==> config.mk <==
export PLATFORM = sky130hd
export DESIGN_NAME = mem_arbiter
export DESIGN_NICKNAME = d
export VERILOG_FILES = /design/src/design/fetch_pkg.sv /design/src/design/mem_arbiter.sv
export VERILOG_INCLUDE_DIRS = /design/src /design/src/design
export SDC_FILE = /design/constraint.sdc
export NUM_CORES = 1
export LEC_CHECK = 0
export ABC_CLOCK_PERIOD_IN_PS = 2200
export BUFFER_PORTS_ARGS = -buffer_cell sky130_fd_sc_hd__clkbuf_2
export CORE_AREA = 2 2 104 106
export CTS_CLUSTER_SIZE = 28
export DETAILED_ROUTE_END_ITERATION = 8
export DIE_AREA = 0 0 106 108
export HOLD_SLACK_MARGIN = 0.02
export PLACE_DENSITY = 0.53
export SYNTH_ARGS = -nofsm -noshare
export SYNTH_HDL_FRONTEND = slang
export SYNTH_SLANG_ARGS = --single-unit
==> constraint.sdc <==
create_clock -name clock -period 2.2 [get_ports clock]
set_input_delay 0.22 -clock clock [delete_from_list [all_inputs] [get_ports clock]]
set_output_delay 0.22 -clock clock [all_outputs]
set_load 0.03 [all_outputs]
==> src/design/fetch_consts.svh <==
`ifndef FETCH_CONSTS_SVH
`define FETCH_CONSTS_SVH

// first fetch address after reset
`define FETCH_RESET_PC 32'h8000_0000

// icache geometry
// 16 lines of 4 words, direct mapped
`define ICACHE_LINES 16
`define ICACHE_LINE_WORDS 4

// decode buffer depth
// one credit per free decode slot
`define FETCH_CREDITS 4

// backing word memory size
`define MEM_WORDS 1024

// cycles from read grant to read data
`define MEM_LATENCY 2

`endif

==> src/design/fetch_pkg.sv <==
package fetch_pkg;

  // payload handed to decode
  typedef struct packed {
    logic [31:0] pc;
    logic [31:0] inst;
  } fetch_packet_t;

  // jump or trap redirect from the back end
  typedef struct packed {
    logic        valid;
    logic [31:0] target;
  } redirect_t;

  // memory request, shared by both arbiter clients and the memory
  // addr is a word address, not a byte address
  typedef struct packed {
    logic        valid;
    logic        write;
    logic [31:0] addr;
    logic [31:0] wdata;
  } mem_req_t;

  // read response
  typedef struct packed {
    logic        valid;
    logic [31:0] rdata;
  } mem_rsp_t;

  // icache refill states
  typedef enum logic [1:0] {
    CACHE_IDLE,
    CACHE_REFILL,
    CACHE_FILL_WAIT
  } cache_state_t;

  // opcode classes that matter to prediction
  typedef enum logic {
    BR_NONE,
    BR_COND
  } branch_class_t;

endpackage

==> src/design/mem_arbiter.sv <==
`timescale 1ns/1ps
`include "fetch_consts.svh"

module mem_arbiter (
  input  logic                clock,
  input  logic                reset,
  input  fetch_pkg::mem_req_t refill_req,
  input  fetch_pkg::mem_req_t store_req,
  output logic                refill_gnt,
  output logic                store_gnt,
  output fetch_pkg::mem_rsp_t refill_rsp,
  output fetch_pkg::mem_req_t mem_req,
  input  fetch_pkg::mem_rsp_t mem_rsp
);

  // last winner, 1 means the store port won last
  logic                    last_store_q;
  // marks reads in flight that belong to the refill port
  logic [`MEM_LATENCY-1:0] refill_rd_q;

  // round robin
  // the client that lost last time has priority on a tie
  assign refill_gnt = refill_req.valid & (~store_req.valid | last_store_q);
  assign store_gnt  = store_req.valid & (~refill_req.valid | ~last_store_q);

  always_comb begin
    mem_req = '0;
    if (refill_gnt) begin
      mem_req = refill_req;
    end else if (store_gnt) begin
      mem_req = store_req;
    end
  end

  always_ff @(posedge clock) begin
    if (reset) begin
      last_store_q <= 1'b0;
    end else if (refill_gnt | store_gnt) begin
      last_store_q <= store_gnt;
    end
  end

  // track refill reads through the memory latency
  always_ff @(posedge clock) begin
    if (reset) begin
      refill_rd_q <= '0;
    end else begin
      refill_rd_q[0] <= refill_gnt & ~refill_req.write;
      for (int i = 1; i < `MEM_LATENCY; i++) begin
        refill_rd_q[i] <= refill_rd_q[i-1];
      end
    end
  end

  // responses only go back to the cache
  assign refill_rsp.valid = mem_rsp.valid & refill_rd_q[`MEM_LATENCY-1];
  assign refill_rsp.rdata = mem_rsp.rdata;

endmodule

==> results.toml, run 1 <==
[drt]
dr_wl_met2_um = 3060
drt-met1-wl_um = 2430
dr.max_layer_used = "met4"
drc = 0
met3_length_um = 613
via_count = 1846
wl_per_cell_um = 14.6
ant_nets = 0
vias_per_cell = 4.35
drt_iter0_drc = 95
drt_pass1_iterations = 4
wl_um = 6210

[timing]
hold_viol = 0
max_freq_mhz = 502
period_needed_ns = 1.99
finalCritPeriodShare = 0.905
maxSlewViolCount = 0
finClkSkew_ns = 0.000697
rsz0062_at_grt = "no"
tns_ns = 0
setup_slack_ns = 0.209
relSlewSlack = 0.531
tightest_slew_ns = 0.703
setup_viol = 0
fin_hold_ws_ns = 0.204

[cts]
cts_buffer_depth = 2
htree_levels = 1
cts_root_buffer = "clkbuf_8"
clk_latency_ns = 0.21
cts_sinks = 3
cts_hold_buf = 0
cts_made_buffers = 3
ctsResizeCount = 0
clk_pin_slew_worst_paths_ns = 0.03
cts_setup_buffers = 0
tritoncts = "yes"

[synthesis]
syn_area_sq_um = 1160
synth-seq-cells = 3
yosysWarnings = 0
ys_seq_area_frac = 0.0516
syn_area_per_cell_sq_um = 8.82
synthesis.nets = 299
ys_types = 14
syn_inst = 132

[critical_path]
crit_type = "flop to output port"
required_ns = 1.98
regToRegEndpoint = "refill_rd_q[0]"
path_max_fanout = 67
rr_worst_depth = 2
regToRegSetupSlack_ns = 0.87
startpoint_type = "flop"
crit_arrival_ns = 1.77
cp-end-kind = "output port"
r2r-start = "last_store_q"

[pwr]
peakVddDrop_mv = 0.143
cellLeakagePower_nw = 1.10
power_frac_seq = 0.068
p_per_area_nw_per_um2 = 429
switching_power_w = 0.000454
clkPwrFrac = 0.180
p_comb_frac = 0.752
internal_power_w = 0.000427
switching_share = 0.515

[worst_hold_path]
hold_start = "reset"
min_path_type = "input port to flop"
whs_path_depth = 2
hold_end = "refill_rd_q[1]"

[grt]
grt_first_pass_wirelength_um = 8620
grt_start_max_net_pins = 70
antenna_found_initial = 0
grt_overflow = 0
first_global_vias = 1729
track_usage = 0.0935

[layout]
drive_gt1_frac = 0.733
syn2layout_area_growth_pct = 76.7
final_cell_area_sq_um = 2060
antenna_cells = 0
fin_util = 0.201
nets = 456
fill_cells = 1146
final_common_cell = "clkbuf_2"
mostFrequentLayoutCells = "clkbuf_2 (203), a32o_1 (65), clkbuf_8 (3), dfxtp_1 (3)"

[run_status]
outcome = "finished clean"

[placed_design]
place_congestion = 0.714
io_buffers = 203
hpwl_um = 5040
place_area_sq_um = 2010
post-place-ws_ns = 0.402

[job]
drv_cap = 0

[die]
start_util = 0.114
io_pins = 268
die_x_um = 106
fp-row-count = 37
dieHeight_um = 108
dieArea_sq_um = 11400
coreArea_sq_um = 10200
[routing by layer]
layer	global-route usage	up-vias
li1	-	853
met1	0.112	830
met2	0.167	151
met3	0.0175	12
met4	0.0320	0
met5	0	-
[worst max-delay path, stage by stage, from the launching register on]
cell and delay [ns]:
dfxtp_1 0.40, nand2b_4 0.61, a32o_1 0.30, clkbuf_2 0.22
[Yosys cell counts (all sizes together)]
library cell,instances,area share
and2,2,0.011
a211oi,1,0.0065
nor2,2,0.0065
dfxtp,3,0.052
or2,1,0.0054
a32o,65,0.56
nand2b,1,0.012
nor2b,1,0.0054
buf,47,0.31
and3,1,0.0054
a21boi,1,0.0097
clkbuf,7,0.023
[worst max-delay path by stage]
stage,from,endpoint,slack (ns),depth (start not counted)
finish,last_store_q,mem_req[26],0.21,3
global route,last_store_q,mem_req[2],0.06,3
CTS,last_store_q,mem_req[2],0.16,3
detailed placement,last_store_q,mem_req[2],0.40,3
global placement,last_store_q,mem_req[26],0.46,3
floorplan,refill_req[65],mem_req[56],0.81,4
[kinds of logic (layout without fill, tap and decap cells)]
logic type | Yosys count | count (layout) | share of synthesized area
AO/OA/AOI/OAI | 67 | 67 | 0.575
flip-flops | 3 | 3 | 0.0516
buffers and inverters | 54 | 210 | 0.328
AND/OR/NAND/NOR | 8 | 8 | 0.0452
[cell type report]
type / instances / area [sq um] / share of cell area
Multi-Input combinational cell: 75 / 729 / 0.355
Tap cell: 136 / 170 / 0.0828
Timing Repair Buffer: 206 / 1050 / 0.511
Sequential cell: 3 / 60.1 / 0.0292
Clock buffer: 4 / 45.0 / 0.0219
[registers in the layout, summed over array words and instances, names as in the netlist]
register      flops
last_store_q      1
refill_rd_q       2
[stage by stage]
stage | cells | power [W]
finish | 424 | 0.000881
global route | 424 | 0.000932
detailed placement | 420 | 0.000727
CTS | 424 | 0.000893
floorplan | 132 | 0.000595
global placement | 420 | 0.000722
[power groups by stage]
stage	registers (W)	clock network, W	logic (W)
final	0.0000596	0.000159	0.000663
after CTS	0.0000596	0.000164	0.000670
after detailed placement	0.0000603	0	0.000667
after floorplan	0.0000595	0	0.000536
after global placement	0.0000602	0	0.000662
after global routing	0.0000601	0.000168	0.000703
Note: power is estimated with default switching activity, not from simulation.
==> run 2: changes to the inputs <==
--- a/config.mk
+++ b/config.mk
@@ -8,12 +8,12 @@
 export LEC_CHECK = 0
 export ABC_CLOCK_PERIOD_IN_PS = 2200
 export BUFFER_PORTS_ARGS = -buffer_cell sky130_fd_sc_hd__clkbuf_2
-export CORE_AREA = 2 2 104 106
+export CORE_AREA = 3 3 102 104
 export CTS_CLUSTER_SIZE = 28
 export DETAILED_ROUTE_END_ITERATION = 8
-export DIE_AREA = 0 0 106 108
+export DIE_AREA = 0 0 105 107
 export HOLD_SLACK_MARGIN = 0.02
-export PLACE_DENSITY = 0.53
+export PLACE_DENSITY = 0.55
 export SYNTH_ARGS = -nofsm -noshare
 export SYNTH_HDL_FRONTEND = slang
 export SYNTH_SLANG_ARGS = --single-unit
==> run 2 against run 1 <==
Net effect: register-to-register slack gained 0.25 ns; core utilization is 1.4 points higher; first-iteration DRC count rose by 28%; fmax grew 4.1%.
==> results.toml, run 2 (synthesized netlist as in run 1, its figures left out) <==
[timing]
fin_hold_ws_ns = 0.207
max_freq_mhz = 523
rsz0062_at_grt = "no"
setup_slack_ns = 0.287
setup_viol = 0
maxSlewViolCount = 0
finClkSkew_ns = 0.00212
tns_ns = 0
relSlewSlack = 0.725
hold_viol = 0
finalCritPeriodShare = 0.870
tightest_slew_ns = 0.412
period_needed_ns = 1.91

[cts]
tritoncts = "yes"
cts_made_buffers = 3
ctsResizeCount = 0
cts_root_buffer = "clkbuf_8"
cts_setup_buffers = 0
cts_hold_buf = 0
clk_latency_ns = 0.21
cts_buffer_depth = 2
cts_sinks = 3
htree_levels = 1
clk_pin_slew_worst_paths_ns = 0.03

[layout]
antenna_cells = 0
register_area_sq_um = 60.1
multi_input_area_sq_um = 729
top_regs = "refill_rd_q x2, last_store_q x1"
final_common_cell = "clkbuf_2"
syn2layout_area_growth_pct = 77.6
fin_util = 0.214
drive_gt1_frac = 0.734
mostFrequentLayoutCells = "clkbuf_2 (203), a32o_1 (65), buf_4 (4)"
fill_cells = 1091
nets = 458
instances_no_fill = 423
largest-register = "refill_rd_q"
largest_reg_flops = 2

[die]
coreArea_sq_um = 9640
die_x_um = 105
fp-row-count = 36
io_pins = 268
start_util = 0.121
dieArea_sq_um = 11200
dieHeight_um = 107

[worst_hold_path]
min_path_type = "input port to flop"
whs_path_depth = 2

[grt]
grt_use_met3 = 0.0253
first_global_vias = 1781
use_met2 = 0.173
antenna_found_initial = 0
track_usage = 0.0946
grt_overflow = 0
grt_first_pass_wirelength_um = 8780
grt_busiest_layer = "met2"
grt_start_max_net_pins = 42
gr-usage-met1 = 0.110

[critical_path]
crit_chain = "nand2b_4 -> buf_12 -> a32o_1 -> clkbuf_2"
rr_worst_depth = 2
path_max_fanout = 35
crit_type = "flop to output port"
required_ns = 1.98
slowest_stage = "dfxtp_1"
startpoint_type = "flop"
crit_arrival_ns = 1.69
cp-end-kind = "output port"
slowest_delay_ns = 0.40

[drt]
wl_um = 6040
vias_per_cell = 4.41
via_count = 1866
drt_iter0_drc = 122
drc = 0
ant_nets = 0
wl_per_cell_um = 14.3
drt_pass1_iterations = 4

[pwr]
peakVddDrop_mv = 0.166
p_per_area_nw_per_um2 = 425
cellLeakagePower_nw = 1.11

[placed_design]
post-place-ws_ns = 0.522
io_buffers = 203
place_congestion = 0.708
hpwl_um = 5060
dp_cells = 419

[job]
drv_cap = 0

[run_status]
outcome = "finished clean"
run 2: changes by cell type in the layout (fill, tap and decap cells not counted), sizes merged:
cell and change:
buf +2
run 2: cell type report:
type                    count  area share
clock buffers               4      0.0218
multi-input cells          75       0.353
flip-flops and latches      3      0.0291
well taps                 133      0.0805
repair buffers            208       0.516
run 2: stage by stage:
step	total power, W	cell area [sq um]
after floorplan	0.000595	1160
after global placement	0.000720	2020
after detailed placement	0.000728	2020
after CTS	0.000894	2070
after global routing	0.000936	2070
final	0.000878	2070
run 2: power by group:
part           switching [W]  internal, W
registers         0.00000237    0.0000574
clock network      0.0000346     0.000123
logic               0.000410     0.000250
run 2: final timing paths:
path	start	slack, ns	endpoint
worst min-delay path	reset	0.21	refill_rd_q[1]
worst max-delay path	last_store_q	0.29	mem_req[41]
worst min register to register	refill_rd_q[0]	0.44	refill_rd_q[1]
worst max register to register	last_store_q	1.12	refill_rd_q[0]
run 2: metal layers:
metal	wire length [um]	vias to the layer above
li1	-	856
met1	2360	878
met2	3080	126
met3	577	6
met4	21	0
met5	0	-
run 2: critical path, delay by kind of cell (launching register included):
family	cells	cell delay, ns
buffers and inverters	2	0.45
DFF	1	0.40
and+or+nand+nor	1	0.40
AOI/OAI and AO/OA	1	0.20
