<file path="config.mk">
export PLATFORM = sky130hd
export DESIGN_NAME = icache
export DESIGN_NICKNAME = d
export VERILOG_FILES = /design/src/design/fetch_pkg.sv /design/src/design/icache.sv
export VERILOG_INCLUDE_DIRS = /design/src /design/src/design
export SDC_FILE = /design/constraint.sdc
export NUM_CORES = 2
export LEC_CHECK = 0
export BUFFER_PORTS_ARGS = -buffer_cell sky130_fd_sc_hd__buf_2
export CAP_MARGIN = 10
export CORE_ASPECT_RATIO = 1.75
export CORE_MARGIN = 3
export CORE_UTILIZATION = 35
export CTS_BUF_LIST = sky130_fd_sc_hd__clkbuf_2 sky130_fd_sc_hd__clkbuf_4 sky130_fd_sc_hd__clkbuf_8
export DETAILED_ROUTE_END_ITERATION = 10
export PLACE_DENSITY = 0.48
export RECOVER_POWER = 25
export SETUP_SLACK_MARGIN = 0.15
export SYNTH_ARGS = -nofsm -noshare
export SYNTH_HDL_FRONTEND = slang
export SYNTH_SLANG_ARGS = --single-unit
</file>
<file path="constraint.sdc">
create_clock -name clock -period 5.05 [get_ports clock]
set_input_delay 0.505 -clock clock [delete_from_list [all_inputs] [get_ports clock]]
set_output_delay 0.505 -clock clock [all_outputs]
set_load 0.05 [all_outputs]
</file>
<file path="src/design/fetch_consts.svh">
`ifndef FETCH_CONSTS_SVH
`define FETCH_CONSTS_SVH

// first fetch address after reset
`define FETCH_RESET_PC 32'h8000_0000

// icache geometry
// 16 lines of 4 words, direct mapped
`define ICACHE_LINES 16
`define ICACHE_LINE_WORDS 4

// decode buffer depth
// one credit per free decode slot
`define FETCH_CREDITS 4

// backing word memory size
`define MEM_WORDS 1024

// cycles from read grant to read data
`define MEM_LATENCY 2

`endif

</file>
<file path="src/design/fetch_pkg.sv">
package fetch_pkg;

  // payload handed to decode
  typedef struct packed {
    logic [31:0] pc;
    logic [31:0] inst;
  } fetch_packet_t;

  // jump or trap redirect from the back end
  typedef struct packed {
    logic        valid;
    logic [31:0] target;
  } redirect_t;

  // memory request, shared by both arbiter clients and the memory
  // addr is a word address, not a byte address
  typedef struct packed {
    logic        valid;
    logic        write;
    logic [31:0] addr;
    logic [31:0] wdata;
  } mem_req_t;

  // read response
  typedef struct packed {
    logic        valid;
    logic [31:0] rdata;
  } mem_rsp_t;

  // icache refill states
  typedef enum logic [1:0] {
    CACHE_IDLE,
    CACHE_REFILL,
    CACHE_FILL_WAIT
  } cache_state_t;

  // opcode classes that matter to prediction
  typedef enum logic {
    BR_NONE,
    BR_COND
  } branch_class_t;

endpackage

</file>
<file path="src/design/icache.sv">
`timescale 1ns/1ps
`include "fetch_consts.svh"

module icache (
  input  logic                clock,
  input  logic                reset,
  input  logic                fencei,
  input  logic [31:0]         addr,
  output logic                hit,
  output logic [31:0]         inst,
  output fetch_pkg::mem_req_t refill_req,
  input  logic                refill_gnt,
  input  fetch_pkg::mem_rsp_t refill_rsp
);

  // byte address split: tag | index | word | 2'b00
  localparam int WORD_BITS  = $clog2(`ICACHE_LINE_WORDS);
  localparam int INDEX_BITS = $clog2(`ICACHE_LINES);
  localparam int INDEX_LSB  = 2 + WORD_BITS;
  localparam int TAG_LSB    = INDEX_LSB + INDEX_BITS;
  localparam int TAG_BITS   = 32 - TAG_LSB;

  logic [TAG_BITS-1:0]    tag_q  [`ICACHE_LINES];
  logic [31:0]            data_q [`ICACHE_LINES][`ICACHE_LINE_WORDS];
  logic [`ICACHE_LINES-1:0] valid_q;

  fetch_pkg::cache_state_t state_q;
  // line being refilled, word aligned part above the line offset
  logic [31:INDEX_LSB]    line_q;
  logic [WORD_BITS-1:0]   cnt_q;
  // fence.i seen mid-refill, line must not become valid
  logic                   stale_q;

  logic [INDEX_BITS-1:0]  idx;
  logic [WORD_BITS-1:0]   word;
  logic [TAG_BITS-1:0]    tag;
  logic [INDEX_BITS-1:0]  fill_idx;
  logic                   start;
  logic                   fill;
  logic                   fill_last;

  assign idx  = addr[TAG_LSB-1:INDEX_LSB];
  assign word = addr[INDEX_LSB-1:2];
  assign tag  = addr[31:TAG_LSB];

  // zero latency lookup
  assign hit  = valid_q[idx] && (tag_q[idx] == tag);
  assign inst = data_q[idx][word];

  assign fill_idx  = line_q[TAG_LSB-1:INDEX_LSB];
  assign start     = (state_q == fetch_pkg::CACHE_IDLE) && !hit;
  assign fill      = (state_q == fetch_pkg::CACHE_FILL_WAIT) && refill_rsp.valid;
  assign fill_last = fill && (cnt_q == WORD_BITS'(`ICACHE_LINE_WORDS - 1));

  // one word read per request, held until granted
  always_comb begin
    refill_req.valid = (state_q == fetch_pkg::CACHE_REFILL);
    refill_req.write = 1'b0;
    refill_req.addr  = {2'b00, line_q, cnt_q};
    refill_req.wdata = '0;
  end

  // refill FSM
  always_ff @(posedge clock) begin
    if (reset) begin
      state_q <= fetch_pkg::CACHE_IDLE;
      stale_q <= 1'b0;
    end else begin
      case (state_q)
        fetch_pkg::CACHE_IDLE: begin
          if (start) begin
            state_q <= fetch_pkg::CACHE_REFILL;
            stale_q <= 1'b0;
          end
        end
        fetch_pkg::CACHE_REFILL: begin
          if (refill_gnt) begin
            state_q <= fetch_pkg::CACHE_FILL_WAIT;
          end
        end
        fetch_pkg::CACHE_FILL_WAIT: begin
          if (fill_last) begin
            state_q <= fetch_pkg::CACHE_IDLE;
          end else if (fill) begin
            state_q <= fetch_pkg::CACHE_REFILL;
          end
        end
        default: begin
          state_q <= fetch_pkg::CACHE_IDLE;
        end
      endcase
      if (fencei && state_q != fetch_pkg::CACHE_IDLE) begin
        stale_q <= 1'b1;
      end
    end
  end

  // line base and word counter
  always_ff @(posedge clock) begin
    if (start) begin
      line_q <= addr[31:INDEX_LSB];
      cnt_q  <= '0;
    end else if (fill) begin
      cnt_q <= cnt_q + 1'b1;
    end
  end

  // tag goes in at refill start, line already invalidated then
  always_ff @(posedge clock) begin
    if (start) begin
      tag_q[idx] <= tag;
    end
    if (fill) begin
      data_q[fill_idx][cnt_q] <= refill_rsp.rdata;
    end
  end

  // valid bits
  // fence.i clears everything in one cycle
  always_ff @(posedge clock) begin
    if (reset || fencei) begin
      valid_q <= '0;
    end else if (start) begin
      valid_q[idx] <= 1'b0;
    end else if (fill_last && !stale_q) begin
      valid_q[fill_idx] <= 1'b1;
    end
  end

endmodule

</file>
==> impl_results.html <==
<table>
<tr><th>Metric</th><th>Value</th></tr>
<tr><th colspan="2">Routing</th></tr>
<tr><td>First-iteration detailed-routing DRC count</td><td>between 3,000 and 4,000</td></tr>
<tr><td>Total wirelength of the detailed-routed design</td><td>245,600 microns</td></tr>
<tr><td>Routed via count</td><td>about 43,000</td></tr>
<tr><td>Number of iterations in the first detailed-routing pass</td><td>5</td></tr>
<tr><td>Final ANT Viol Nets</td><td>0</td></tr>
<tr><td>Routed wire length per instance</td><td>29.75 microns</td></tr>
<tr><td>Vias per inst</td><td>just over 5</td></tr>
<tr><td>DRC violations left</td><td>0</td></tr>
<tr><th colspan="2">STA</th></tr>
<tr><td>Worst Skew</td><td>around 0.1 ns</td></tr>
<tr><td>Fmax achieved</td><td>213.4 MHz</td></tr>
<tr><td>Final setup violation count</td><td>0</td></tr>
<tr><td>Setup repair after global routing missed its margin</td><td>false</td></tr>
<tr><td>Final cycle utilization of the critical path</td><td>between 90% and 100%</td></tr>
<tr><td>Number of hold-slack violations in the final timing report</td><td>0</td></tr>
<tr><td>Hold slack</td><td>around 0.14 ns</td></tr>
<tr><td>Crit path setup slack, layout</td><td>~0.36 ns</td></tr>
<tr><td>Pin slew with the least headroom to its limit</td><td>around 2.7 ns</td></tr>
<tr><td>Max-slew violation count</td><td>approximately 1,600</td></tr>
<tr><td>Final sum of negative setup slack</td><td>0 ns</td></tr>
<tr><td>Time the final worst path needs with I/O delays and setup</td><td>4.685 ns</td></tr>
<tr><td>Slew margin rel.</td><td>-83.09%</td></tr>
<tr><th colspan="2">Die</th></tr>
<tr><td>Die outline height</td><td>between 600 and 700 microns</td></tr>
<tr><td>Effective utilization at floorplan</td><td>a little over a third</td></tr>
<tr><td>Io pins</td><td>between 150 and 200</td></tr>
<tr><td>Core region area</td><td>between 200,000 and 300,000 sq um</td></tr>
<tr><td>Number of rows created at floorplan</td><td>roughly 250</td></tr>
<tr><td>DIE AREA</td><td>roughly 280,000 sq um</td></tr>
<tr><td>Overall die width</td><td>about 400 microns</td></tr>
<tr><th colspan="2">Worst setup path</th></tr>
<tr><td>CP max stage cell</td><td>or4_1</td></tr>
<tr><td>Critical Path Sink Type</td><td>output pin</td></tr>
<tr><td>Startpoint class of the critical path</td><td>register</td></tr>
<tr><td>Critical-path maximum fanout</td><td>3</td></tr>
<tr><td>Required @ worst endpoint</td><td>approximately 4.6 ns</td></tr>
<tr><td>Class of the most critical setup path</td><td>register to output pin</td></tr>
<tr><td>Crit path largest cell delay</td><td>~0.67 ns</td></tr>
<tr><td>Critical path arrival</td><td>~4.2 ns</td></tr>
<tr><td>Path length in cells of the critical path</td><td>9</td></tr>
<tr><td>Cells traversed along the worst timing path</td><td>mux4_2 -&gt; mux2i_1 -&gt; xnor2_1 -&gt; nand2_1 -&gt; or4_1 -&gt; a221oi_2 -&gt; nand4b_4 -&gt; inv_1 -&gt; buf_2</td></tr>
<tr><td>Cell depth of the worst flop-to-flop path</td><td>10</td></tr>
<tr><td>Family of cells with the greatest summed delay on the critical path</td><td>simple AND/OR/NAND/NOR gates</td></tr>
<tr><td>Worst path bufs/invs</td><td>2</td></tr>
<tr><th colspan="2">Synthesis</th></tr>
<tr><td>Top cells by instance count after synthesis</td><td>2,460 x edfxtp_1, 751 x mux4_2, 112 x clkbuf_1</td></tr>
<tr><td>Gate count after technology mapping</td><td>a little under 4,000</td></tr>
<tr><td>Yosys Warn Count</td><td>0</td></tr>
<tr><td>Average cell area after synthesis</td><td>around 24 sq um</td></tr>
<tr><td>Most repeated cell in the gate-level netlist after synthesis</td><td>edfxtp_1</td></tr>
<tr><td>Share of the synthesized area in the top cell type</td><td>around 78%</td></tr>
<tr><td>Number of different library cells in the post-synthesis netlist</td><td>52</td></tr>
<tr><td>EDFF count, synth</td><td>2,460</td></tr>
<tr><td>Top area cells in the synthesized netlist</td><td>edfxtp_1 78%, mux4_2 18%, mux2i_1 0.76%, clkbuf_1 0.44%, dfxtp_1 0.44%</td></tr>
<tr><td>Sequential fraction of the synthesis area</td><td>78.10%</td></tr>
<tr><td>Cell area after technology mapping</td><td>approximately 95,000 sq um</td></tr>
<tr><td>Dominant synthesized flop cell</td><td>edfxtp_1</td></tr>
<tr><td>Proportion of synthesized flip-flops having asynchronous set or reset</td><td>0%</td></tr>
<tr><td>Number of flip-flops and latches in the synthesized netlist</td><td>about 2,500</td></tr>
<tr><td>Leading area contributor after synthesis</td><td>edfxtp_1</td></tr>
<tr><th colspan="2">Power</th></tr>
<tr><td>Design Power</td><td>between 40 and 50 mW</td></tr>
<tr><td>Power per cell area</td><td>roughly 380 nW/um^2</td></tr>
<tr><td>Leak pwr</td><td>~34 nW</td></tr>
<tr><td>Worst vdd rail ir drop</td><td>0.2590 mV</td></tr>
<tr><th colspan="2">Clocking</th></tr>
<tr><td>Num Clock Sinks</td><td>between 2,000 and 2,500</td></tr>
<tr><td>Root buffer cell</td><td>clkbuf_8</td></tr>
<tr><td>Number of CTS-inserted buffers</td><td>374</td></tr>
<tr><td>Deepest level of the CTS H-tree</td><td>5</td></tr>
<tr><td>Source-to-sink clock delay at the later pin of the worst-skew pair</td><td>0.97 ns</td></tr>
<tr><td>CTS clk-pin slew, worst paths</td><td>around 0.07 ns</td></tr>
<tr><td>Clock tree from TritonCTS</td><td>built</td></tr>
<tr><td>Clk buf depth</td><td>4</td></tr>
<tr><th colspan="2">GRT</th></tr>
<tr><td>Antenna violations before repair</td><td>23</td></tr>
<tr><td>Number of global-route vias before repair</td><td>46,830</td></tr>
<tr><td>Overall routing resource usage</td><td>about 18%</td></tr>
<tr><td>Sum of overflow across all layers after global routing</td><td>0</td></tr>
<tr><td>Wire length of the first global-routing pass</td><td>approximately 350,000 microns</td></tr>
<tr><td>Maximum number of pins on one net before global-route repair</td><td>84</td></tr>
<tr><th colspan="2">Cells and area</th></tr>
<tr><td>Fraction of layout cells with a size suffix above 1</td><td>35.54%</td></tr>
<tr><td>Count of fill cells added during filler insertion</td><td>about 24,000</td></tr>
<tr><td>Nets@finish</td><td>4,483</td></tr>
<tr><td>Final Instance Area</td><td>around 110,000 sq um</td></tr>
<tr><td>Area delta synth-&gt;final</td><td>14.74%</td></tr>
<tr><th colspan="2">Worst hold path</th></tr>
<tr><td>Worst min-delay path class</td><td>input pin to register</td></tr>
<tr><td>Hold-critical path depth</td><td>1</td></tr>
<tr><th colspan="2">Place</th></tr>
<tr><td>Input/output buffers</td><td>130</td></tr>
<tr><td>Placement Cell Area</td><td>roughly 100,000 sq um</td></tr>
<tr><td>Pre-CTS WS</td><td>around 0.33 ns</td></tr>
<tr><td>HPWL Detailed</td><td>between 100,000 and 150,000 microns</td></tr>
<tr><td>GPL Wtd Cong</td><td>around 0.74</td></tr>
<tr><th colspan="2">Job</th></tr>
<tr><td>Total of max-cap violations</td><td>24</td></tr>
<tr><th colspan="2">Run status</th></tr>
<tr><td>Result of the run</td><td>complete, but fails checks</td></tr>
<tr><td>Violations in the final reports</td><td>max-capacitance violations, max-slew violations</td></tr>
</table>
[cells in the final DEF, fill, tap and decap left out, drive strengths merged, types with 5 or more instances in the layout]
master and instances:
edfxtp 2460, mux4 751, clkbuf 556, buf 269, clkinv 125, nor2 99, mux2i 72, conb 35
nand2 35, dlygate4sd3 28, o21ai 27, xnor2 26, inv 23, dfxtp 21, and3 19, a31oi 18
a22oi 13, diode 10, nand3 10, clkinvlp 10, a221oi 10, nor2b 9, a22o 8, bufinv 7
xor2 6, a21oi 6, o22ai 5
[power by group]
part	switching [mW]	internal [mW]
sequential	0.0304	22.7
combinational	1.56	0.869
clock	7.74	8.28
[state kept, by name (all words and copies together), names as in the netlist]
name     cells
tag_q      384
cnt_q        2
valid_q     16
data_q    2048
stale_q      1
line_q      28
state_q      2
[area by class of cell]
cell class / instances / area [sq um] / area share [%]
flip-flops and latches: 2481 / 74290 / 68.07
multi-input cells: 1191 / 20220 / 18.53
clock buffers: 508 / 6178 / 5.661
well taps: 3556 / 4449 / 4.077
repair buffers: 345 / 3004 / 2.753
clock inverters: 148 / 893.4 / 0.8186
inverters: 17 / 71.32 / 0.06535
diodes: 10 / 25.02 / 0.02293
[logic make-up (layout without fill, tap and decap cells)]
group	Yosys count	after routing	synth area share, %
mux	826	826	18.58
fa+ha+maj	4	4	0.05262
buf+inv	253	1018	1.297
compound gates	107	107	0.7906
flops	2481	2481	78.10
simple gates	187	187	0.8814
xor+xnor	32	32	0.2947
other cells	1	45	0.003942
[metrics by stage]
stage               utilization (%)  std cells
detailed placement            37.72       7561
floorplan                         -       3925
CTS                           40.45       8245
finish                        40.44       8256
global route                  40.43       8253
global placement              37.72       7561
[path summary, 6_finish.rpt]
path	start	end	slack, ns
min reg2reg	stale_q	stale_q	0.49
max	tag_q[11][3]	hit	0.36
min	addr[6]	line_q[6]	0.14
max reg2reg	tag_q[11][3]	tag_q[8][12]	1.29
[layer usage]
metal  global-route usage, %  vias to the layer above  part of all wire (%)
met5                       0                        -                 0.020
met4                   4.569                       10                   2.3
met3                   2.794                      353                   4.4
met2                   33.13                     1128                    56
met1                   20.97                    23400                    38
li1                        -                    17870                     -
[repair_timing]
action / 4_1_cts / 5_1_grt
buffers inserted: 0 / 0
gates resized for setup: 0 / 0
hold buffers: 28 / 0
endpoints found under the hold margin: 403 / 0
Note: power is estimated with default switching activity, not from simulation.
