`src/design/fetch_consts.svh`:
```
`ifndef FETCH_CONSTS_SVH
`define FETCH_CONSTS_SVH

// first fetch address after reset
`define FETCH_RESET_PC 32'h8000_0000

// icache geometry
// 16 lines of 4 words, direct mapped
`define ICACHE_LINES 16
`define ICACHE_LINE_WORDS 4

// decode buffer depth
// one credit per free decode slot
`define FETCH_CREDITS 4

// backing word memory size
`define MEM_WORDS 1024

// cycles from read grant to read data
`define MEM_LATENCY 2

`endif

```
`src/design/fetch_pkg.sv`:
```
package fetch_pkg;

  // payload handed to decode
  typedef struct packed {
    logic [31:0] pc;
    logic [31:0] inst;
  } fetch_packet_t;

  // jump or trap redirect from the back end
  typedef struct packed {
    logic        valid;
    logic [31:0] target;
  } redirect_t;

  // memory request, shared by both arbiter clients and the memory
  // addr is a word address, not a byte address
  typedef struct packed {
    logic        valid;
    logic        write;
    logic [31:0] addr;
    logic [31:0] wdata;
  } mem_req_t;

  // read response
  typedef struct packed {
    logic        valid;
    logic [31:0] rdata;
  } mem_rsp_t;

  // icache refill states
  typedef enum logic [1:0] {
    CACHE_IDLE,
    CACHE_REFILL,
    CACHE_FILL_WAIT
  } cache_state_t;

  // opcode classes that matter to prediction
  typedef enum logic {
    BR_NONE,
    BR_COND
  } branch_class_t;

endpackage

```
`src/design/fetch_unit.sv`:
```
`timescale 1ns/1ps
`include "fetch_consts.svh"

module fetch_unit (
  input  logic                     clock,
  input  logic                     reset,
  input  fetch_pkg::redirect_t     redirect,
  input  logic                     credit_return,
  input  logic                     hit,
  input  logic [31:0]              inst,
  output logic [31:0]              fetch_pc,
  output fetch_pkg::fetch_packet_t packet,
  output logic                     packet_valid
);

  // major opcode of conditional branches (inst[6:2])
  localparam logic [4:0] OPC_BRANCH = 5'b11000;
  // counter must hold 0 .. FETCH_CREDITS
  localparam int CW = $clog2(`FETCH_CREDITS + 1);

  logic [31:0]              fetch_pc_q;
  fetch_pkg::redirect_t     pending_q;
  logic [CW-1:0]            credits_q;
  fetch_pkg::fetch_packet_t packet_q;
  logic                     packet_valid_q;

  fetch_pkg::branch_class_t br_class;
  logic [31:0]              imm_b;
  logic [31:0]              pred_pc;
  logic                     redirecting;
  logic [31:0]              redirect_pc;
  logic                     send;

  // classify the word currently coming out of the cache
  always_comb begin
    if (inst[6:2] == OPC_BRANCH) begin
      br_class = fetch_pkg::BR_COND;
    end else begin
      br_class = fetch_pkg::BR_NONE;
    end
  end

  // b-type immediate, bit 0 always zero
  assign imm_b = {{20{inst[31]}}, inst[7], inst[30:25], inst[11:8], 1'b0};

  // static prediction
  // backward branch taken, everything else falls through
  assign pred_pc = (br_class == fetch_pkg::BR_COND && imm_b[31]) ?
                   fetch_pc_q + imm_b : fetch_pc_q + 32'd4;

  // a live redirect beats one already waiting
  assign redirecting = redirect.valid | pending_q.valid;
  assign redirect_pc = redirect.valid ? redirect.target : pending_q.target;

  // no packet while a redirect is active or pending
  assign send = hit & (credits_q != '0) & ~redirecting;

  // fetch pc and pending redirect
  always_ff @(posedge clock) begin
    if (reset) begin
      fetch_pc_q      <= `FETCH_RESET_PC;
      pending_q.valid <= 1'b0;
    end else if (redirecting) begin
      if (hit) begin
        // cache is settled, take the target now
        fetch_pc_q      <= redirect_pc;
        pending_q.valid <= 1'b0;
      end else begin
        // refill in flight, park the target until a hit
        pending_q.valid <= 1'b1;
      end
    end else if (send) begin
      fetch_pc_q <= pred_pc;
    end
  end

  // pending target is payload only
  always_ff @(posedge clock) begin
    if (redirect.valid) begin
      pending_q.target <= redirect.target;
    end
  end

  // credit counter
  // send and return may land in the same cycle and cancel out
  always_ff @(posedge clock) begin
    if (reset) begin
      credits_q <= CW'(`FETCH_CREDITS);
    end else begin
      case ({send, credit_return})
        2'b10: credits_q <= credits_q - 1'b1;
        2'b01: begin
          // saturate at the decode buffer depth
          if (credits_q != CW'(`FETCH_CREDITS)) begin
            credits_q <= credits_q + 1'b1;
          end
        end
        default: begin
          credits_q <= credits_q;
        end
      endcase
    end
  end

  // registered packet, one cycle valid per send
  always_ff @(posedge clock) begin
    if (reset) begin
      packet_valid_q <= 1'b0;
    end else begin
      packet_valid_q <= send;
    end
  end

  always_ff @(posedge clock) begin
    if (send) begin
      packet_q.pc   <= fetch_pc_q;
      packet_q.inst <= inst;
    end
  end

  assign fetch_pc     = fetch_pc_q;
  assign packet       = packet_q;
  assign packet_valid = packet_valid_q;

endmodule

```
`config.mk`:
```
export PLATFORM = sky130hd
export DESIGN_NAME = fetch_unit
export DESIGN_NICKNAME = d
export VERILOG_FILES = /design/src/design/fetch_pkg.sv /design/src/design/fetch_unit.sv
export VERILOG_INCLUDE_DIRS = /design/src /design/src/design
export SDC_FILE = /design/constraint.sdc
export NUM_CORES = 1
export LEC_CHECK = 0
export BUFFER_PORTS_ARGS = -buffer_cell sky130_fd_sc_hd__buf_2
export CAP_MARGIN = 40
export CORE_ASPECT_RATIO = 1.1
export CORE_MARGIN = 2
export CORE_UTILIZATION = 54
export DETAILED_ROUTE_END_ITERATION = 7
export HOLD_SLACK_MARGIN = 0.06
export PLACE_DENSITY_LB_ADDON = 0.1
export SETUP_SLACK_MARGIN = 0.2
export SKIP_LAST_GASP = 1
export SLEW_MARGIN = 5
export SYNTH_ARGS = -nofsm -noshare
export SYNTH_HDL_FRONTEND = slang
export SYNTH_SLANG_ARGS = --single-unit
```
`constraint.sdc`:
```
create_clock -name clock -period 4.85 [get_ports clock]
set_input_delay 0.97 -clock clock [delete_from_list [all_inputs] [get_ports clock]]
set_output_delay 0.97 -clock clock [all_outputs]
set_load 0.02 [all_outputs]
```
==> impl_results.md, run 1 <==
* Clock edge transition at the registers on the reported setup and hold paths at around 60 ps
* Series of cell instances along the critical path: buf_2 > ha_1 > inv_1 > fa_1 > nand2b_1 > a21oi_1 > o2111ai_1 > a31o_2 > o41ai_1 > o21ai_0 > xor2_1 > a21oi_1
* Layout overhead on the synthesized area at 22.3%
* Final Hold Vio Count at 0
* Global Route Usage Sum at 29.0%
* Net count of the mapped netlist at 805
* Worst EP required at 5140 ps
* Cell row count at 43
* Buffer depth of the longest clock path at 2
* Routed via count divided by cell count at between 6 and 7
* Post-Synthesis Cell Area at 0.00699 mm2
* Wire length after detailed routing at 19.9 mm
* Clock latency on the worst-skew pair at 420 ps
* Async SR Flop Fraction at 0%
* Final RePlAce weighted congestion at 1.02
* Maximum net fanout on the critical path at 6
* Overall die width at 113 um
* DRC violation count after routing at 0
* Number of synthesized flops with an enable pin at between 60 and 70
* Seq/Total Area, Yosys at 47.2%
* Number of setup buffers added after CTS at 0
* Total die area at 0.0139 mm2
* Number of global-route vias before repair at 6,098
* Post-synthesis register bit count at between 100 and 150
* Buffer type at the clock tree root: sky130_fd_sc_hd__clkbuf_16
* Final clock skew at 6.91 ps
* Effective utilization at floorplan at 55.3%
* HPWL reported at the end of detailed placement at 13.9 mm
* Number of I/O port buffers at 165
* Number of nets in the final layout at 964
* Total of warnings raised by yosys at 0
* Ratio of final minimum period to clock period at 73.7%
* Kind of critical path: input pin to flop
* Top post-synthesis cells by count: sky130_fd_sc_hd__dfxtp_1 (69), sky130_fd_sc_hd__edfxtp_1 (64), sky130_fd_sc_hd__a21oi_1 (60)
* Drt pass-1 iters at 7
* Min Tclk post-route at 3570 ps
* Cts-stage hold buffer count at 0
* Kind of path behind the tightest hold check: flop to flop
* Crit-path slowest cell: sky130_fd_sc_hd__o41ai_1
* Most common cell in the netlist: sky130_fd_sc_hd__dfxtp_1
* Slew Limit Headroom at 52.2%
* Total number of clock tree sinks at 133
* Antenna-violating nets left at 0
* Number of buffers created by CTS at 17
* Number of instances resized during post-cts repair at 0
* Leakage power at 3.56 nW
* Mean cell area of the mapped netlist at 9.95 um2
* Vert. Die Dim at around 120 um
* RSZ-0062 raised after global routing: no
* Setup Total Neg Slack at 0 ps
* Number of max-slew violations in the final report at 0
* Worst Setup End Kind: flop
* Number of antenna violations at the first check in global routing at 0
* Power after layout at 0.00317 W
* Number of H-tree levels at 4
* Count of final setup violators at 0
* CP Launch Type: input pin
* Maximum cell stage delay along the critical path at 630 ps
* Final antenna diode count at 0
* Average routed wire per standard cell at 19.3 um
* Clock tree from TritonCTS: built
* Global-route wire length before repair at 31.4 mm
* Highest Clock Rate at 0.280 GHz
* Max-cap violations at 0
* Yosys top cell by area: sky130_fd_sc_hd__edfxtp_1
* Fraction of final layout cells with drive strength greater than 1 at 28.5%
* Top_reg_cell synth: sky130_fd_sc_hd__dfxtp_1
* Post-synthesis cell type count at 67
* Dominant cells by area after synthesis: sky130_fd_sc_hd__edfxtp_1 (27%), sky130_fd_sc_hd__dfxtp_1 (20%), sky130_fd_sc_hd__ha_1 (5.5%)
* Pin count of the biggest net entering global routing at 55
* Result of the run: finished, final reports clean
* Share of the synthesized area in the top cell type at about 27%
* Detailed router's first-iteration violation count at 534
* Arrival time of the worst setup path at 3870 ps
* Pwr dens at 371 mW/mm2
* Post-Syn Instances at about 700
* IO Pins at 166
* Congestion Overflow GR at 0
* Cell type with the highest occurrence count on the critical path: sky130_fd_sc_hd__a21oi_1
* Peak supply drop at 0.000247 V
* Vias at approximately 6,300
* Slew at the pin closest to its max-slew limit at about 720 ps
* Total core area at roughly 0.013 mm2
## registers in the layout, indices dropped and copies added (netlist names)
signal	count
pending_q	33
packet	64
packet_valid	1
credits_q	3
fetch_pc	32
## worst paths after layout
check | slack (ps) | from | end | cells past startpoint
setup reg to reg | 1390 | fetch_pc[2] | fetch_pc[29] | 10
hold reg to reg | 470 | pending_q[31] | pending_q[31] | 1
hold / removal | 470 | pending_q[31] | pending_q[31] | 1
setup / recovery | 1280 | inst[8] | fetch_pc[29] | 12
## worst max-delay path, delay by kind of cell
| kind | cells | cell delay (ps) |
|---|---|---|
| simple gates | 1 | 200 |
| buf+inv | 2 | 150 |
| xor+xnor | 1 | 190 |
| fa+ha+maj | 2 | 570 |
| compound gates | 6 | 1790 |
## through the flow
stage / setup slack [ps] / hold WS, ps / std cells / utilization [%] / cell area [um2]
final: 1280 / 471 / 1032 / 67.7 / 8560
after global routing: 1080 / 483 / 1032 / 67.7 / 8560
after CTS: 1290 / 473 / 1032 / 67.7 / 8560
after detailed placement: 897 / 459 / 1000 / 63.1 / 7980
after global placement: 963 / 455 / 1000 / 63.1 / 7980
after floorplan: 1190 / 444 / 703 / - / 6990
## power breakdown
group          leakage (nW)  internal (W)  switching (W)  total, W
logic                  2.11      0.000227       0.000356  0.000583
clock network         0.277      0.000758       0.000498   0.00126
registers              1.18       0.00127      0.0000669   0.00133
total                  3.56       0.00225       0.000921   0.00317
## cell families after synthesis
| group | count (synthesis) | share of synthesized area (%) |
|---|---|---|
| xor+xnor | 41 | 5.14 |
| flops | 133 | 47.2 |
| simple gates | 196 | 13.9 |
| buf+inv | 54 | 2.93 |
| compound gates | 211 | 19.1 |
| mux | 35 | 5.58 |
| fa+ha+maj | 33 | 6.12 |
## layout make-up
cell class	instances	area (um2)
inverter	19	71.3
sequential	133	3300
timing repair buffer	175	913
tap	157	196
clock buffer	17	425
fill	989	4090
clock inverter	15	155
multi-input combinational	516	3490
## metal layers
metal | track usage, % | up-vias | routed length [um]
li1 | - | 2979 | -
met1 | 36.1 | 3038 | 8360
met2 | 49.8 | 283 | 9770
met3 | 5.39 | 43 | 1320
met4 | 12.3 | 0 | 500
met5 | 0 | - | 0
## cell usage in the layout (no fill, tap or decap), types with 5 or more instances in the layout
cell and instances:
sky130_fd_sc_hd__buf_2 165, sky130_fd_sc_hd__dfxtp_1 69, sky130_fd_sc_hd__edfxtp_1 64, sky130_fd_sc_hd__a21oi_1 60, sky130_fd_sc_hd__o21ai_0 54, sky130_fd_sc_hd__nand2_1 52, sky130_fd_sc_hd__nor2_1 47, sky130_fd_sc_hd__mux2_2 32
sky130_fd_sc_hd__ha_1 31, sky130_fd_sc_hd__nand3_1 23, sky130_fd_sc_hd__xnor2_1 22, sky130_fd_sc_hd__xor2_1 19, sky130_fd_sc_hd__inv_1 18, sky130_fd_sc_hd__nor3_1 17, sky130_fd_sc_hd__clkbuf_16 17, sky130_fd_sc_hd__a21o_1 15
sky130_fd_sc_hd__a31oi_1 11, sky130_fd_sc_hd__nand4_1 10, sky130_fd_sc_hd__or3_1 9, sky130_fd_sc_hd__o211ai_1 9, sky130_fd_sc_hd__buf_4 9, sky130_fd_sc_hd__a211oi_1 6, sky130_fd_sc_hd__and3_1 5, sky130_fd_sc_hd__nand2b_1 5
sky130_fd_sc_hd__o2111ai_1 5
Note: power is estimated with default switching activity, not from simulation.
==> run 2, diff against run 1 <==
==> constraint.sdc (replaced) <==
create_clock -name clock -period 3.57 [get_ports clock]
set_input_delay 0.714 -clock clock [delete_from_list [all_inputs] [get_ports clock]]
set_output_delay 0.714 -clock clock [all_outputs]
set_load 0.02 [all_outputs]
==> run 2 against run 1 <==
Net effect: utilization rose by 0.91 points; register-to-register slack lost 750 ps; die area stayed put; sequential power rose by 36%; wire length grew 1.1%; critical path depth unchanged; worst hold slack got worse by 8.5 ps; global-route usage about the same; sequential share of layout area shrank 0.51 points; clock-buffer cell count is the same; non-clock buffer count increased by 9.
==> impl_results.md, run 2 (same netlist as run 1, synthesis figures left out) <==
* Leakage power at 3.63 nW (was 3.56 nW)
* Cell type with the highest occurrence count on the critical path: sky130_fd_sc_hd__a21oi_1 (unchanged)
* Setup Total Neg Slack at 0 ps (unchanged)
* Final antenna diode count at 0 (unchanged)
* IO Pins at 166 (unchanged)
* Worst EP required at 3870 ps (was 5140 ps)
* CP Launch Type: flop (was input pin)
* Worst-case hold path end point: packet[17] (was pending_q[31])
* Number of global-route vias before repair at 6,021 (was 6,098)
* Vias at 6,384 (was 6,343)
* Count of final setup violators at 0 (unchanged)
* Vert. Die Dim at 123 um (unchanged)
* End of the worst register-to-register path: fetch_pc[29] (unchanged)
* Total core area at 0.0126 mm2 (unchanged)
* Maximum cell stage delay along the critical path at 400 ps (was 630 ps)
* Top library cells by usage in the layout, fill and taps aside: sky130_fd_sc_hd__buf_2 (165), sky130_fd_sc_hd__dfxtp_1 (69), sky130_fd_sc_hd__edfxtp_1 (64) (unchanged)
* Cell type group with the largest total delay on the critical path: compound AO/OA/AOI/OAI gates (unchanged)
* Layout overhead on the synthesized area at 24.0% (was 22.3%)
* Cts-stage hold buffer count at 0 (unchanged)
* Buffer type at the clock tree root: sky130_fd_sc_hd__clkbuf_16 (unchanged)
* Met3 global-route usage at 7.16% (was 5.39%)
* Min Tclk post-route at around 3000 ps
* Highest Clock Rate at 0.341 GHz
* Pwr dens at 516 mW/mm2 (was 371 mW/mm2)
* Flip-flop count of the largest register, all copies and words added at 64 (unchanged)
* Final clock skew at 7.32 ps (was 6.91 ps)
* DRC violation count after routing at 0 (unchanged)
* Cell depth of the worst min-delay path at 1 (unchanged)
* Number of nets in the final layout at 973 (was 964)
* Slew Limit Headroom at 39.8% (was 52.2%)
* Max-cap violations at 0 (unchanged)
* Slew at the pin closest to its max-slew limit at 902 ps (was 718 ps)
* Power after layout at 0.00447 W (was 0.00317 W)
* Congestion Overflow GR at 0 (unchanged)
* Worst setup path startpoint: fetch_pc[1] (was inst[8])
* Number of instances resized during post-cts repair at 0 (unchanged)
* HPWL reported at the end of detailed placement at 14.1 mm (was 13.9 mm)
* Series of cell instances along the critical path: ha_1 > inv_1 > fa_1 > nand2b_1 > a21oi_1 > o2111ai_1 > a31o_2 > o41ai_1 > buf_4 > o21ai_0 > xor2_1 > a21oi_1 (was buf_2 > ha_1 > inv_1 > fa_1 > nand2b_1 > a21oi_1 > o2111ai_1 > a31o_2 > o41ai_1 > o21ai_0 > xor2_1 > a21oi_1)
* Reg-to-reg startpoint: fetch_pc[1] (was fetch_pc[2])
* GRT Max-Usage Layer: met2 (unchanged)
* Effective utilization at floorplan at 55.3% (unchanged)
* R2r worst-path depth at 12 (was 10)
* Number of buffers created by CTS at 17 (unchanged)
* Share of the core filled with cells in the final layout at 68.6% (was 67.7%)
* Number of max-slew violations in the final report at 0 (unchanged)
* RSZ-0062 raised after global routing: no (unchanged)
* Kind of path behind the tightest hold check: input pin to flop (was flop to flop)
* Number of setup buffers added after CTS at 0 (unchanged)
* Arrival time of the worst setup path at 3230 ps (was 3870 ps)
* Maximum net fanout on the critical path at 4 (was 6)
* Wire length after detailed routing at 20.2 mm (was 19.9 mm)
* Number of antenna violations at the first check in global routing at 0 (unchanged)
* Worst Setup End Kind: flop (unchanged)
* Average routed wire per standard cell at 19.4 um (was 19.3 um)
* Global-route wire length before repair at 31.3 mm (was 31.4 mm)
* Overall die width at 113 um (unchanged)
* Ratio of final minimum period to clock period at between 80% and 90%
* Number of I/O port buffers at 165 (unchanged)
* Final RePlAce weighted congestion at 0.956 (was 1.02)
* Peak supply drop at 0.000372 V (was 0.000247 V)
* Register-to-Register Setup Slack at 640 ps (was 1390 ps)
* Crit-path slowest cell: sky130_fd_sc_hd__fa_1 (was sky130_fd_sc_hd__o41ai_1)
* Detailed router's first-iteration violation count at 510 (was 534)
* Clock latency on the worst-skew pair at 420 ps (about the same)
* Total die area at 0.0139 mm2 (unchanged)
* Kind of critical path: flop to flop (was input pin to flop)
* Drt pass-1 iters at 5 (was 7)
* Fraction of final layout cells with drive strength greater than 1 at 29.3% (was 28.5%)
* Cell row count at 43 (unchanged)
* Commonest non-fill, non-tap cell in the layout: sky130_fd_sc_hd__buf_2 (unchanged)
* Total number of clock tree sinks at 133 (unchanged)
* Min-Delay Startpoint: inst[17] (was pending_q[31])
* Antenna-violating nets left at 0 (unchanged)
* Met2 layer usage reported by global route at 47.9% (was 49.8%)
* GRT met1 Usage at 36.7% (was 36.1%)
* Buffering stage count on the worst path with inverters included at 2 (unchanged)
* Result of the run: finished, final reports clean (unchanged)
* Final Hold Vio Count at 0 (unchanged)
* Pin count of the biggest net entering global routing at 50 (was 55)
* Global Route Usage Sum at 29.0% (about the same)
* Number of H-tree levels at 4 (unchanged)
* Clock tree from TritonCTS: built (unchanged)
* Buffer depth of the longest clock path at 2 (unchanged)
* Routed via count divided by cell count at 6.13 (was 6.15)
* Clock edge transition at the registers on the reported setup and hold paths at 60 ps (about the same)
-- run 2: changes by cell type in the layout (fill, tap and decap cells not counted), sizes merged --
cell,before,now
buf,175,184
bufinv,2,4
clkinvlp,3,2
inv,22,21
-- run 2: layout make-up --
type                       instances  area, um2
clock inverter                    15        201
tap                              157        196
sequential                       133       3300
multi-input combinational        516       3490
timing repair buffer             184        981
fill                             987       3970
clock buffer                      17        425
inverter                          19       72.6
-- run 2: worst max path at each step --
stage | to | slack [ps] | cells past startpoint
2_1_floorplan | fetch_pc[29] | 510 | 11
3_3_place_gp | fetch_pc[29] | 330 | 13
3_5_place_dp | fetch_pc[29] | 230 | 13
4_1_cts | fetch_pc[29] | 640 | 12
5_1_grt | fetch_pc[29] | 330 | 12
6_report | fetch_pc[29] | 640 | 12
-- run 2: stage by stage --
stage	instance area [um2]	hold WS, ps	instances	setup WS, ps
floorplan	6990	444	703	508
global placement	8040	457	1009	330
detailed placement	8040	461	1009	227
CTS	8670	453	1041	641
global route	8670	455	1041	334
finish	8670	463	1041	639
-- run 2: where the power goes --
part / switching [W] / total, W / internal (W)
clock network: 0.000690 / 0.00186 / 0.00117
registers: 0.0000873 / 0.00181 / 0.00172
logic: 0.000488 / 0.000801 / 0.000313
total: 0.00126 / 0.00447 / 0.00321
-- run 2: worst register-to-register path: cells and delay by family (launching register included) --
kind,cells,cell delay [ps]
compound gates,6,1240
xor+xnor,1,170
fa+ha+maj,2,600
buf+inv,2,250
flops,1,380
simple gates,1,180
-- run 2: metal layers --
layer	vias to the layer above	part of all wire, %
li1	2991	-
met1	3063	42
met2	284	47
met3	46	7.6
met4	0	2.6
met5	-	0
==> run 3, diff against run 2 <==
--- a/config.mk
+++ b/config.mk
@@ -10,7 +10,7 @@
 export CAP_MARGIN = 40
 export CORE_ASPECT_RATIO = 1.1
 export CORE_MARGIN = 2
-export CORE_UTILIZATION = 54
+export CORE_UTILIZATION = 49
 export DETAILED_ROUTE_END_ITERATION = 7
 export HOLD_SLACK_MARGIN = 0.06
 export PLACE_DENSITY_LB_ADDON = 0.1
==> constraint.sdc (replaced) <==
create_clock -name clock -period 2.6 [get_ports clock]
set_input_delay 0.52 -clock clock [delete_from_list [all_inputs] [get_ports clock]]
set_output_delay 0.52 -clock clock [all_outputs]
set_load 0.02 [all_outputs]
==> run 3 against run 2 <==
Net effect: fmax up 20%; combinational power up 72%; global-route usage down 1.3 points; wire length up 5.3%; largest power group unchanged.
==> impl_results.md, run 3 (same netlist as run 1, synthesis figures left out) <==
* Clock tree from TritonCTS: built (unchanged)
* Maximum net fanout on the critical path at 3 (was 4)
* Ratio of final minimum period to clock period at 93.6% (was 82.1%)
* Pin count of the biggest net entering global routing at 42 (was 50)
* Final clock skew at 7.45 ps (was 7.32 ps)
* Power after layout at 0.00638 W (was 0.00447 W)
* Number of H-tree levels at 4 (unchanged)
* Number of I/O port buffers at 165 (unchanged)
* Vert. Die Dim at 129 um (was 123 um)
* Kind of path behind the tightest hold check: input pin to flop (unchanged)
* R2r worst-path depth at 13 (was 12)
* Slew Limit Headroom at 62.6% (was 39.8%)
* IO Pins at 166 (unchanged)
* Worst EP required at 2960 ps (was 3870 ps)
* Number of antenna violations at the first check in global routing at 0 (unchanged)
* Register-to-Register Setup Slack at 170 ps (was 640 ps)
* Commonest non-fill, non-tap cell in the layout: sky130_fd_sc_hd__buf_2 (unchanged)
* Peak supply drop at 0.000363 V (was 0.000372 V)
* Max-cap violations at 0 (unchanged)
* Total number of clock tree sinks at 133 (unchanged)
* Reg-to-reg startpoint: fetch_pc[1] (unchanged)
* End of the worst register-to-register path: fetch_pc[19] (was fetch_pc[29])
* HPWL reported at the end of detailed placement at 15.4 mm (was 14.1 mm)
* Final RePlAce weighted congestion at 0.976 (was 0.956)
* RSZ-0062 raised after global routing: yes (was no)
* Global-route wire length before repair at 33.1 mm (was 31.3 mm)
* Arrival time of the worst setup path at 2790 ps (was 3230 ps)
* Worst Setup End Kind: flop (unchanged)
* Buffer type at the clock tree root: sky130_fd_sc_hd__clkbuf_16 (unchanged)
* Effective utilization at floorplan at 50.5% (was 55.3%)
* Fillcell total at 1,095 (was 987)
* Clock edge transition at the registers on the reported setup and hold paths at 60 ps (about the same)
* Final antenna diode count at 0 (unchanged)
* Global Route Usage Sum at 27.7% (was 29.0%)
* Number of buffers created by CTS at 17 (unchanged)
* Final Hold Vio Count at 0 (unchanged)
* Leakage power at 4.09 nW (was 3.63 nW)
* CP Launch Type: flop (unchanged)
* Flip-flop count of the largest register, all copies and words added at 64 (unchanged)
* DRC violation count after routing at 0 (unchanged)
* Drt pass-1 iters at 5 (unchanged)
* Number of global-route vias before repair at 6,482 (was 6,021)
* Average routed wire per standard cell at 18.5 um (was 19.4 um)
* Cts-stage hold buffer count at 0 (unchanged)
* Result of the run: finished, final reports clean (unchanged)
* Share of the core filled with cells in the final layout at 69.8% (was 68.6%)
* Fraction of final layout cells with drive strength greater than 1 at 40.7% (was 29.3%)
* Min Tclk post-route at 2430 ps (was 2930 ps)
* Congestion Overflow GR at 0 (unchanged)
* Detailed router's first-iteration violation count at 387 (was 510)
* Routed via count divided by cell count at 5.68 (was 6.13)
* Highest Clock Rate at 0.411 GHz (was 0.341 GHz)
* Buffer depth of the longest clock path at 2 (unchanged)
* Cell depth of the worst min-delay path at 1 (unchanged)
* Antenna-violating nets left at 0 (unchanged)
* Vias at 6,531 (was 6,384)
* Overall die width at 118 um (was 113 um)
* Pwr dens at 659 mW/mm2 (was 516 mW/mm2)
* Slew at the pin closest to its max-slew limit at 556 ps (was 902 ps)
* Cell row count at 45 (was 43)
* Total die area at 0.0152 mm2 (was 0.0139 mm2)
* Worst-case hold path end point: packet[1] (was packet[17])
* Kind of critical path: flop to flop (unchanged)
* Clock latency on the worst-skew pair at 430 ps (was 420 ps)
* Layout overhead on the synthesized area at 38.3% (was 24.0%)
* Top library cells by usage in the layout, fill and taps aside: sky130_fd_sc_hd__buf_2 (165), sky130_fd_sc_hd__buf_4 (91), sky130_fd_sc_hd__edfxtp_1 (64) (was sky130_fd_sc_hd__buf_2 (165), sky130_fd_sc_hd__dfxtp_1 (69), sky130_fd_sc_hd__edfxtp_1 (64))
* Total core area at 0.0139 mm2 (was 0.0126 mm2)
* Min-Delay Startpoint: inst[1] (was inst[17])
* Final std cell area, no fill at 0.00967 mm2 (was 0.00867 mm2)
* Post-place instance area at 0.00873 mm2 (was 0.00804 mm2)
* Count of final setup violators at 0 (unchanged)
* Wire length after detailed routing at 21.2 mm (was 20.2 mm)
* Number of nets in the final layout at 1,050 (was 973)
* Number of max-slew violations in the final report at 0 (unchanged)
-- run 3: cell count changes in the layout (fill, tap and decap cells not counted), moves of 5 or more --
cell                      delta
sky130_fd_sc_hd__a31oi_1     -5
sky130_fd_sc_hd__buf_4      +73
sky130_fd_sc_hd__dfxtp_1    -16
sky130_fd_sc_hd__dfxtp_4    +12
sky130_fd_sc_hd__ha_1        -5
sky130_fd_sc_hd__o21ai_0     -6
-- run 3: stage by stage --
step | instances | setup WS (ps) | TNS (ps) | hold WS, ps
5_1_grt | 1149 | 44.6 | 0 | 250
3_5_place_dp | 1105 | -211 | -1410 | 460
2_1_floorplan | 703 | 149 | 0 | 444
4_1_cts | 1144 | 119 | 0 | 256
3_3_place_gp | 1105 | -137 | -958 | 454
6_report | 1149 | 167 | 0 | 267
-- run 3: final cells by class --
class                           count  area (um2)  area share [%]
Clock buffer                       18         429            4.44
Clock inverter                     14         189            1.95
Inverter                           19        76.3           0.789
Multi-Input combinational cell    516        3790            39.2
Sequential cell                   133        3350            34.7
Tap cell                          188         235            2.43
Timing Repair Buffer              261        1600            16.5
-- run 3: worst max path at each step --
| stage | from | end | slack [ps] |
|---|---|---|---|
| 6_report | fetch_pc[1] | fetch_pc[19] | 170 |
| 5_1_grt | fetch_pc[1] | fetch_pc[17] | 40 |
| 4_1_cts | fetch_pc[1] | fetch_pc[29] | 120 |
| 3_5_place_dp | inst[31] | fetch_pc[29] | -210 |
| 3_3_place_gp | inst[31] | fetch_pc[23] | -140 |
| 2_1_floorplan | inst[8] | fetch_pc[29] | 150 |
-- run 3: timing repair --
action                                  in CTS  in global routing
endpoints found under the setup margin      11                 20
pin swaps                                   10                 20
setup buffers                                7                  5
resized for setup                           19                 31
-- run 3: where the power goes --
part           total [W]  switching [W]  internal [W]
sequential       0.00248       0.000111       0.00237
clock            0.00252       0.000986       0.00154
combinational    0.00138       0.000776      0.000602
total            0.00638        0.00187       0.00450
-- run 3: worst max-delay path, stage by stage (launching register included) --
cell	delay, ps
sky130_fd_sc_hd__dfxtp_4	350
sky130_fd_sc_hd__ha_4	120
sky130_fd_sc_hd__inv_2	30
sky130_fd_sc_hd__fa_2	340
sky130_fd_sc_hd__nand2b_4	160
sky130_fd_sc_hd__a21oi_4	150
sky130_fd_sc_hd__o2111ai_4	150
sky130_fd_sc_hd__a31o_4	300
sky130_fd_sc_hd__buf_6	120
sky130_fd_sc_hd__o21ai_4	130
sky130_fd_sc_hd__buf_4	130
sky130_fd_sc_hd__a31oi_2	90
sky130_fd_sc_hd__xor2_1	150
sky130_fd_sc_hd__a21oi_1	120
-- run 3: routing by layer --
layer	vias up	global-route usage [%]	wire, um
met5	-	0	0
met3	40	5.24	1240
met4	0	12.5	573
met2	233	47.4	10300
li1	3136	-	-
met1	3122	34.4	9150
